==> config.mk <==
export PLATFORM = sky130hd
export DESIGN_NAME = pcs_tx
export DESIGN_NICKNAME = d
export VERILOG_FILES = /design/src/pcs_pkg.sv /design/src/pcs_tx.sv /design/src/gearbox_tx.sv /design/src/am_gen.sv /design/src/pcs_scrambler.sv /design/src/pcs_enc.sv
export SDC_FILE = /design/constraint.sdc
export NUM_CORES = 2
export LEC_CHECK = 0
export ABC_AREA = 1
export BUFFER_PORTS_ARGS = -buffer_cell sky130_fd_sc_hd__buf_2
export CAP_MARGIN = 20
export CELL_PAD_IN_SITES_DETAIL_PLACEMENT = 2
export CELL_PAD_IN_SITES_GLOBAL_PLACEMENT = 2
export CORE_MARGIN = 2
export CORE_UTILIZATION = 25
export DETAILED_ROUTE_END_ITERATION = 10
export PLACE_DENSITY = 0.71
export SLEW_MARGIN = 20
export SYNTH_ARGS = -nofsm -noshare
export SYNTH_HDL_FRONTEND = slang
export SYNTH_SLANG_ARGS = --single-unit
export TNS_END_PERCENT = 100
==> constraint.sdc <==
create_clock -name clk -period 10.1 [get_ports clk]
set_input_delay 1.515 -clock clk [delete_from_list [all_inputs] [get_ports clk]]
set_output_delay 1.515 -clock clk [all_outputs]
set_load 0.05 [all_outputs]
==> src/pcs_pkg.sv <==
// 40GBASE-R transmit PCS shared widths, block codes, sync headers and marker patterns
package pcs_pkg;

	localparam int LANE_N  = 4;  // pcs lanes
	localparam int DATA_W  = 64; // block payload
	localparam int HEAD_W  = 2;  // sync header
	localparam int BLOCK_W = DATA_W + HEAD_W;
	localparam int KEEP_W  = DATA_W / 8; // one enable per byte

	// bit 0 goes on the wire first, so data "01" reads as 2'b10
	localparam logic [HEAD_W-1:0] SYNC_DATA = 2'b10;
	localparam logic [HEAD_W-1:0] SYNC_CTRL = 2'b01;

	// block type field, first byte of a control block
	localparam logic [7:0] BT_IDLE  = 8'h1e; // all control characters
	localparam logic [7:0] BT_START = 8'h78; // start, data in bytes 1..7
	localparam logic [7:0] BT_TERM0 = 8'h87;
	localparam logic [7:0] BT_TERM1 = 8'h99;
	localparam logic [7:0] BT_TERM2 = 8'haa;
	localparam logic [7:0] BT_TERM3 = 8'hb4;
	localparam logic [7:0] BT_TERM4 = 8'hcc;
	localparam logic [7:0] BT_TERM5 = 8'hd2;
	localparam logic [7:0] BT_TERM6 = 8'he1;
	localparam logic [7:0] BT_TERM7 = 8'hff;
	localparam logic [7:0] BT_ERR   = 8'h1e; // same type as idle, error characters inside

	// 7 bit control characters
	localparam logic [6:0] CTRL_IDLE = 7'h00;
	localparam logic [6:0] CTRL_ERR  = 7'h1e;

	// per lane marker bytes packed as {M2, M1, M0}, M0 sent first
	// M4..M6 are the bitwise inverse of M0..M2
	localparam logic [LANE_N-1:0][23:0] AM_LANE = {
		24'h3d79a2, // lane 3
		24'h9b65c5, // lane 2
		24'he6c4f0, // lane 1
		24'h477690  // lane 0
	};

	// encoded block payload, bit 0 first on the wire
	// control blocks put their type byte in the low byte
	typedef union packed {
		logic [DATA_W-1:0] raw; // data block, or the word as sent
		struct packed {
			logic [DATA_W-9:0] payload; // control characters and data bytes
			logic [7:0]        btype;   // block type field
		} ctrl;
	} enc_payload_u;

endpackage
==> src/pcs_tx.sv <==
// 40GBASE-R transmit PCS top, four block paths, marker insertion and four gearboxes
module pcs_tx import pcs_pkg::*; #(
	parameter int AM_PERIOD = 64 // data cycles between alignment markers
)(
	input  logic                     clk,
	input  logic                     rst_i,
	// MAC side, one strobe per lane
	input  logic [LANE_N-1:0]        ctrl_v_i,
	input  logic [LANE_N-1:0]        idle_v_i,
	input  logic [LANE_N-1:0]        start_v_i,
	input  logic [LANE_N-1:0]        term_v_i,
	input  logic [LANE_N-1:0]        err_v_i,
	input  logic [LANE_N*DATA_W-1:0] data_i,
	input  logic [LANE_N*KEEP_W-1:0] keep_i,
	output logic                     ready_o,    // inputs taken at the next edge
	output logic                     marker_v_o, // gearboxes take markers this cycle
	// SerDes side
	output logic [LANE_N*DATA_W-1:0] serdes_data_o
);

	logic [LANE_N*HEAD_W-1:0] blk_head; // registered blocks, per lane
	logic [LANE_N*DATA_W-1:0] blk_data;
	logic [LANE_N*DATA_W-1:0] am_data;  // marker payloads
	logic                     accept;   // lane 0 gearbox accept

	// MAC word only taken when the gearboxes want a data block
	assign ready_o = accept & ~marker_v_o;

	am_gen #(
		.AM_PERIOD(AM_PERIOD)
	) am_gen_inst (
		.clk       (clk),
		.rst_i     (rst_i),
		.accept_i  (accept),
		.marker_v_o(marker_v_o),
		.am_data_o (am_data)
	);

	for (genvar l = 0; l < LANE_N; l++) begin : g_lane
		pcs_scrambler #(
			.SEED_ALL_ONES(1'b1)
		) pcs_scrambler_inst (
			.clk       (clk),
			.rst_i     (rst_i),
			.advance_i (ready_o), // stalls together with the MAC
			.ctrl_v_i  (ctrl_v_i[l]),
			.idle_v_i  (idle_v_i[l]),
			.start_v_i (start_v_i[l]),
			.term_v_i  (term_v_i[l]),
			.err_v_i   (err_v_i[l]),
			.data_i    (data_i[l*DATA_W +: DATA_W]),
			.keep_i    (keep_i[l*KEEP_W +: KEEP_W]),
			.blk_head_o(blk_head[l*HEAD_W +: HEAD_W]),
			.blk_data_o(blk_data[l*DATA_W +: DATA_W])
		);

		// every gearbox runs the same fill sequence, lane 0 speaks for all
		if (l == 0) begin : g_lead
			gearbox_tx gearbox_tx_inst (
				.clk       (clk),
				.rst_i     (rst_i),
				.marker_v_i(marker_v_o),
				.am_data_i (am_data[l*DATA_W +: DATA_W]),
				.blk_head_i(blk_head[l*HEAD_W +: HEAD_W]),
				.blk_data_i(blk_data[l*DATA_W +: DATA_W]),
				.accept_o  (accept),
				.data_o    (serdes_data_o[l*DATA_W +: DATA_W])
			);
		end else begin : g_follow
			gearbox_tx gearbox_tx_inst (
				.clk       (clk),
				.rst_i     (rst_i),
				.marker_v_i(marker_v_o),
				.am_data_i (am_data[l*DATA_W +: DATA_W]),
				.blk_head_i(blk_head[l*HEAD_W +: HEAD_W]),
				.blk_data_i(blk_data[l*DATA_W +: DATA_W]),
				.accept_o  (),
				.data_o    (serdes_data_o[l*DATA_W +: DATA_W])
			);
		end
	end

endmodule

==> src/gearbox_tx.sv <==
// one lane 66-to-64 gearbox, packs marker or data blocks into a continuous SerDes word stream
module gearbox_tx import pcs_pkg::*; (
	input  logic              clk,
	input  logic              rst_i,
	input  logic              marker_v_i, // send the marker instead of the data block
	input  logic [DATA_W-1:0] am_data_i,
	input  logic [HEAD_W-1:0] blk_head_i,
	input  logic [DATA_W-1:0] blk_data_i,
	output logic              accept_o,   // a block is consumed at this edge
	output logic [DATA_W-1:0] data_o      // SerDes word, bit 0 first
);

	localparam int BUF_W  = 2 * DATA_W;
	localparam int FILL_W = $clog2(BUF_W); // fill runs 0..64

	logic [BUF_W-1:0]   sh_q;   // pending bits, oldest at bit 0
	logic [FILL_W-1:0]  fill_q; // valid bits in sh_q
	logic [BLOCK_W-1:0] blk;
	logic [BUF_W-1:0]   merged;

	// block gains 2 bits each accept, full word left after 32 of them
	// so the pattern is 32 accepts then one skip
	assign accept_o = (fill_q < FILL_W'(DATA_W));

	always_comb begin
		if (marker_v_i) begin
			blk = {am_data_i, SYNC_CTRL}; // markers are control blocks, unscrambled
		end else begin
			blk = {blk_data_i, blk_head_i}; // header lands first
		end
	end

	// append new block behind the pending bits
	always_comb begin
		merged = sh_q;
		if (accept_o) begin
			merged = sh_q | ({{(BUF_W - BLOCK_W){1'b0}}, blk} << fill_q);
		end
	end

	always_ff @(posedge clk) begin
		if (rst_i) begin
			sh_q   <= '0;
			fill_q <= '0;
			data_o <= '0;
		end else begin
			data_o <= merged[DATA_W-1:0]; // oldest 64 bits out every cycle
			sh_q   <= {{DATA_W{1'b0}}, merged[BUF_W-1:DATA_W]};
			if (accept_o) begin
				fill_q <= fill_q + FILL_W'(BLOCK_W - DATA_W);
			end else begin
				fill_q <= fill_q - FILL_W'(DATA_W); // drain the spare word
			end
		end
	end

endmodule

==> src/am_gen.sv <==
// alignment marker generator, counts accepted data cycles and flags the marker slot
module am_gen import pcs_pkg::*; #(
	parameter int AM_PERIOD = 64 // data cycles between markers, at least 2
)(
	input  logic                     clk,
	input  logic                     rst_i,
	input  logic                     accept_i,   // gearboxes consume a block this edge
	output logic                     marker_v_o, // marker block is the one consumed next
	output logic [LANE_N*DATA_W-1:0] am_data_o   // per lane marker payloads
);

	localparam int CNT_W = $clog2(AM_PERIOD);

	logic [CNT_W-1:0] cnt_q; // data blocks since last marker

	always_ff @(posedge clk) begin
		if (rst_i) begin
			cnt_q      <= '0;
			marker_v_o <= 1'b0;
		end else if (accept_i) begin
			if (marker_v_o) begin
				marker_v_o <= 1'b0; // marker went out on this edge
			end else if (cnt_q == CNT_W'(AM_PERIOD - 1)) begin
				cnt_q      <= '0;
				marker_v_o <= 1'b1; // period done, marker next
			end else begin
				cnt_q <= cnt_q + 1'b1;
			end
		end
	end

	// marker layout, byte 0 first
	// M0 M1 M2 BIP3 M4 M5 M6 BIP7
	// BIP fields left at zero
	for (genvar l = 0; l < LANE_N; l++) begin : g_lane
		assign am_data_o[l*DATA_W +: DATA_W] = {
			8'h00,        // BIP7
			~AM_LANE[l],  // M6 M5 M4
			8'h00,        // BIP3
			AM_LANE[l]    // M2 M1 M0
		};
	end

endmodule

==> src/pcs_scrambler.sv <==
// one lane block path, encodes and scrambles the MAC word into a registered 66-bit block
module pcs_scrambler import pcs_pkg::*; #(
	parameter bit SEED_ALL_ONES = 1'b1 // reset value of every state bit
)(
	input  logic              clk,
	input  logic              rst_i,
	input  logic              advance_i, // take a new MAC word
	input  logic              ctrl_v_i,
	input  logic              idle_v_i,
	input  logic              start_v_i,
	input  logic              term_v_i,
	input  logic              err_v_i,
	input  logic [DATA_W-1:0] data_i,
	input  logic [KEEP_W-1:0] keep_i,
	output logic [HEAD_W-1:0] blk_head_o,
	output logic [DATA_W-1:0] blk_data_o
);

	localparam int SCR_W = 58; // x^58 + x^39 + 1

	logic [HEAD_W-1:0] enc_head;
	logic [DATA_W-1:0] enc_data;
	logic [SCR_W-1:0]  state_q;
	logic [SCR_W-1:0]  state_d;
	logic [DATA_W-1:0] scram;

	pcs_enc pcs_enc_inst (
		.ctrl_v_i   (ctrl_v_i),
		.idle_v_i   (idle_v_i),
		.start_v_i  (start_v_i),
		.term_v_i   (term_v_i),
		.err_v_i    (err_v_i),
		.data_i     (data_i),
		.keep_i     (keep_i),
		.sync_head_o(enc_head),
		.data_o     (enc_data)
	);

	// serial scrambler unrolled, bit 0 first
	always_comb begin
		state_d = state_q;
		for (int i = 0; i < DATA_W; i++) begin
			scram[i] = enc_data[i] ^ state_d[38] ^ state_d[SCR_W-1];
			state_d  = {state_d[SCR_W-2:0], scram[i]}; // feed back scrambled bit
		end
	end

	always_ff @(posedge clk) begin
		if (rst_i) begin
			state_q    <= {SCR_W{SEED_ALL_ONES}};
			blk_head_o <= SYNC_CTRL;
			blk_data_o <= {{8{CTRL_IDLE}}, BT_IDLE}; // idle block until first word
		end else if (advance_i) begin
			state_q    <= state_d;
			blk_head_o <= enc_head; // header bypasses the scrambler
			blk_data_o <= scram;
		end
	end

endmodule

==> src/pcs_enc.sv <==
// 64b/66b block encoder for one lane, MAC strobes and data to sync header and payload
module pcs_enc import pcs_pkg::*; (
	input  logic              ctrl_v_i,  // control block
	input  logic              idle_v_i,
	input  logic              start_v_i,
	input  logic              term_v_i,
	input  logic              err_v_i,
	input  logic [DATA_W-1:0] data_i,
	input  logic [KEEP_W-1:0] keep_i,    // valid bytes ahead of terminate
	output logic [HEAD_W-1:0] sync_head_o,
	output logic [DATA_W-1:0] data_o
);

	enc_payload_u      pay;
	logic [3:0]        keep_cnt;  // 0..8
	logic [DATA_W-9:0] term_pay;  // data bytes then zeroed idle chars
	logic [7:0]        term_type;
	logic              term_ok;   // keep count maps to a terminate type
	logic              bad;       // fall back to error block

	// count enabled bytes
	always_comb begin
		keep_cnt = '0;
		for (int i = 0; i < KEEP_W; i++) begin
			keep_cnt = keep_cnt + {3'b000, keep_i[i]};
		end
	end

	// terminate payload, bytes past the count carry idle (all zero) bits
	always_comb begin
		for (int b = 0; b < KEEP_W - 1; b++) begin
			term_pay[8*b +: 8] = (4'(b) < keep_cnt) ? data_i[8*b +: 8] : 8'h00;
		end
	end

	// terminate type from byte count
	always_comb begin
		term_ok = 1'b1;
		case (keep_cnt)
			4'd0: term_type = BT_TERM0;
			4'd1: term_type = BT_TERM1;
			4'd2: term_type = BT_TERM2;
			4'd3: term_type = BT_TERM3;
			4'd4: term_type = BT_TERM4;
			4'd5: term_type = BT_TERM5;
			4'd6: term_type = BT_TERM6;
			4'd7: term_type = BT_TERM7;
			default: begin
				term_type = BT_ERR; // eight bytes never end in a terminate block
				term_ok   = 1'b0;
			end
		endcase
	end

	always_comb begin
		sync_head_o = SYNC_CTRL;
		pay.raw     = '0;
		bad         = 1'b0;
		if (!ctrl_v_i) begin
			sync_head_o = SYNC_DATA; // plain data, passed as is
			pay.raw     = data_i;
		end else if (err_v_i) begin
			bad = 1'b1; // error wins over any other strobe
		end else begin
			// exactly one block kind may be flagged
			case ({idle_v_i, start_v_i, term_v_i})
				3'b100: begin
					pay.ctrl.btype   = BT_IDLE;
					pay.ctrl.payload = {8{CTRL_IDLE}};
				end
				3'b010: begin
					pay.ctrl.btype   = BT_START;
					pay.ctrl.payload = data_i[DATA_W-1:8]; // byte 0 replaced by type
				end
				3'b001: begin
					pay.ctrl.btype   = term_type;
					pay.ctrl.payload = term_pay;
					bad              = ~term_ok;
				end
				default: bad = 1'b1; // unknown mix of strobes
			endcase
		end
		if (bad) begin
			pay.ctrl.btype   = BT_ERR;
			pay.ctrl.payload = {8{CTRL_ERR}};
		end
	end

	assign data_o = pay.raw;

endmodule

==> impl_metrics.yaml <==
worst_setup_path:
  worst-path-max-fanout: 11
  path_depth: 18
  cp-end-kind: "register"
  crit_chain: "buf_2 > inv_1 > fa_1 > fa_1 > fa_1 > inv_1 > ha_1 > fa_1 > inv_1 > nand2_1 > nand2_1 > nand3_1 > nand2_1 > o22ai_1 > nand2_1 > o211ai_1 > o21ai_0 > a21oi_1"
  worst_ep_arrival_time_ns: 6.15
  reg2reg_slack_ns: 5.93
  criticalPathCategory: "input pin to register"
  cp-startpoint: "keep_i[0]"
  destination_of_the_critical_timing_path: "g_lane[0].pcs_scrambler_inst.blk_data_o[26]"
  critPathTopFamily: "adder cells"
  worstReg2RegEnd: "g_lane[3].g_follow.gearbox_tx_inst.data_o[46]"
  critical_path.slowest_cell: "sky130_fd_sc_hd__o21ai_0"
  setup.worst_path.start_class: "input pin"
  slowest_delay_ns: 0.83
  crit_buf_inv: 4
  r2r_cells: 11
  r2r-start: "am_gen_inst.marker_v_o"
  critical_path_required_ns: 10.74
floorplan:
  pin_count: 568
  vert_die_dim_um: 496.4
  die_w_um: 496.4
  core_area_mm2: 0.2408
  fp.dieArea_mm2: 0.2464
  floorplan.initialDensity: 0.2518
  rows: 180
clock_network:
  cts_post_setup_buffers_inserted: 0
  clock_tree_from_tritoncts: "built"
  cts.root.buffer_cell: "sky130_fd_sc_hd__clkbuf_16"
  cts_resized: 0
  worst_skew_pair.late_latency_ns: 0.82
  number_of_buffers_created_by_cts: 130
  clock_sinks: 1039
  clockBufferDepth: 3
  post_cts_hold_buffer_count: 0
  ctsHtreeMaxLevel: 4
  cts.clk_slew.worst_paths_ns: 0.06
place:
  placement.io_buffers: 567
  dpl_worst_slack_ns: 3.869
  routabilityCongestion: 0.9352
  postPlaceCellArea_mm2: 0.06530
  dpl.hpwl_um: 252900
cells_and_area:
  layout.cells.most_common: "sky130_fd_sc_hd__nand2_1"
  final_cell_mix: "sky130_fd_sc_hd__nand2_1 (3139), sky130_fd_sc_hd__dfxtp_1 (1023), sky130_fd_sc_hd__o21ai_0 (744)"
  final_area_mm2: 0.06975
  post_route_cells_drive_above_1_share: 0.1013
  finalNetCount: 10100
  fillers: 29090
  area_growth_pct: 15.07
  finalCoreUtilization: 0.2897
pwr:
  total_leakage_power_nw: 31.38
  power_per_cell_area_mw_per_mm2: 292.0
  vdd.ir_drop.worst_mv: 0.1707
sta:
  min_period_over_period: 0.5462
  setup_total_negative_slack_ns: 0
  max_freq_mhz: 181.3
  min_period_ns: 5.517
  worst_hold_slack_ns: 0.4393
  final_max_slew_viol_count: 0
  fin_ws_ns: 4.583
  fin_worst_skew_ns: 0.03469
  grt_setup_unrepaired: "no"
  worst_margin_pin_slew_ns: 1.200
  hold_violations: 0
  max-slew-margin-rel: 0.2003
  setup_violations: 0
yosys:
  synth.area.top_cells: "sky130_fd_sc_hd__dfxtp_1 (34%), sky130_fd_sc_hd__nand2_1 (19%), sky130_fd_sc_hd__o21ai_0 (6.1%)"
  synth_adder_area_share: 0.008793
  syn_nets: 9949
  compound_cell_area_share_of_the_yosys_netlist: 0.1994
  syn_avg_cell_area_um2: 6.310
  synth_area_mm2: 0.06062
  synth_seq_cells: 1039
  synth-simple-area-share: 0.3193
  asyncSetResetFlopFracSynth: 0
  netlist.area_leader.share: 0.3431
  synth-xor-area-share: 0.02557
  synthFlopType: "sky130_fd_sc_hd__dfxtp_1"
  synthDistinctLibCells: 59
  muxShareOfSynthArea: 0.01189
  yosys_warnings: 0
  ys_seq_area_frac: 0.3431
  largest_family_of_logic_cells_by_synthesized_area: "simple AND/OR/NAND/NOR gates"
  synthesis.instances: 9606
  post-synth-top-area-cell: "sky130_fd_sc_hd__dfxtp_1"
  post_synth_edffs: 0
routing:
  drt-initial-drc-count: 5531
  drt_pre_antenna_iters: 6
  wl_um: 325800
  routedWlPerCell_um: 24.98
  detailroute.via_count: 68230
  drtAntennaViolNets: 0
  mean_number_of_vias_per_cell: 5.231
  remaining_design_rule_violation_count: 0
run:
  timing.max_cap.violations: 0
global_route:
  grt_use_total: 0.2568
  grt.overflow.total: 0
  grt_first_pass_wirelength_um: 476400
  number_of_antenna_violations_at_the_first_check_in_global_routing: 26
  grt_max_degree: 179
  grt_pass1_vias: 69250
outcome:
  outcome: "complete, no violations"
min_path:
  hold_path_class: "register to register"
per-stage QoR:
step	total power, W	std cells
6_report	0.02037	13040
5_1_grt	0.02154	13040
4_1_cts	0.02036	13040
3_5_place_dp	0.01530	12810
3_3_place_gp	0.01498	12810
2_1_floorplan	0.01133	9606
worst min-delay path, stage by stage (launching register included):
cell                      delay (ns)
sky130_fd_sc_hd__dfxtp_1        0.30
sky130_fd_sc_hd__o21ai_1        0.07
sky130_fd_sc_hd__inv_1          0.05
final cells by class:
class	instances	area (um2)	share of cell area
diodes	4	10.01	0.0001435
clock buffers	168	3597	0.05157
clock inverters	61	842.1	0.01207
inverters	721	2734	0.03919
multi-input cells	7219	34270	0.4914
flip-flops and latches	1039	20830	0.2986
well taps	3185	3985	0.05713
repair buffers	645	3483	0.04994
synthesized netlist by cell type, drive strengths merged, types with 72 or more instances:
library cell  count
nand3           709
dfxtp          1039
o21ai          1178
o21a             75
nand3b           74
clkbuf          309
a21oi           728
mux2i            72
nand2          3151
xor2            143
o22ai            84
buf             318
nor2            547
inv             708
cells by family (layout without fill, tap and decap cells):
logic type               count (synthesis)  after routing
XOR/XNOR                               177            177
other                                    0              4
AND/OR/NAND/NOR                       4680           4680
adder cells (fa/ha/maj)                 33             33
AO/OA/AOI/OAI                         2257           2257
flip-flops                            1039           1039
buffers and inverters                 1348           1595
multiplexers                            72             72
how the worst min path moves through the flow:
stage | cells after the start | start | endpoint
6_report | 2 | g_lane[2].g_follow.gearbox_tx_inst.sh_q[59] | g_lane[2].g_follow.gearbox_tx_inst.data_o[59]
5_1_grt | 1 | g_lane[3].g_follow.gearbox_tx_inst.sh_q[24] | g_lane[3].g_follow.gearbox_tx_inst.data_o[24]
4_1_cts | 2 | g_lane[1].g_follow.gearbox_tx_inst.sh_q[9] | g_lane[1].g_follow.gearbox_tx_inst.data_o[9]
3_5_place_dp | 1 | g_lane[2].g_follow.gearbox_tx_inst.sh_q[26] | g_lane[2].g_follow.gearbox_tx_inst.data_o[26]
3_3_place_gp | 2 | g_lane[3].g_follow.gearbox_tx_inst.sh_q[11] | g_lane[3].g_follow.gearbox_tx_inst.data_o[11]
2_1_floorplan | 2 | g_lane[0].g_lead.gearbox_tx_inst.sh_q[54] | g_lane[0].g_lead.gearbox_tx_inst.data_o[54]
where the power goes:
| part | internal (W) | switching (W) |
|---|---|---|
| Combinational | 0.00233 | 0.00658 |
| Clock | 0.00288 | 0.00206 |
| Sequential | 0.00520 | 0.00131 |
| Total | 0.0104 | 0.00996 |
sequential cells by signal (all words and copies together) (netlist names):
name,cells
g_lane.g_lead.gearbox_tx_inst.sh_q,64
g_lane.pcs_scrambler_inst.blk_head_o,8
g_lane.g_follow.gearbox_tx_inst.data_o,192
g_lane.g_follow.gearbox_tx_inst.fill_q,18
g_lane.g_lead.gearbox_tx_inst.fill_q,6
g_lane.g_follow.gearbox_tx_inst.sh_q,192
g_lane.g_lead.gearbox_tx_inst.data_o,64
g_lane.pcs_scrambler_inst.state_q,232
am_gen_inst.marker_v_o,1
g_lane.pcs_scrambler_inst.blk_data_o,256
am_gen_inst.cnt_q,6
metal layers:
| layer | vias to the layer above | wire length (um) | GRT usage |
|---|---|---|---|
| met3 | 279 | 15290 | 0.02873 |
| met4 | 12 | 6378 | 0.05254 |
| met1 | 34630 | 165000 | 0.3905 |
| li1 | 31690 | - | - |
| met5 | - | 89 | 0 |
| met2 | 1610 | 139100 | 0.3851 |
(Power assumes the default switching activity.)
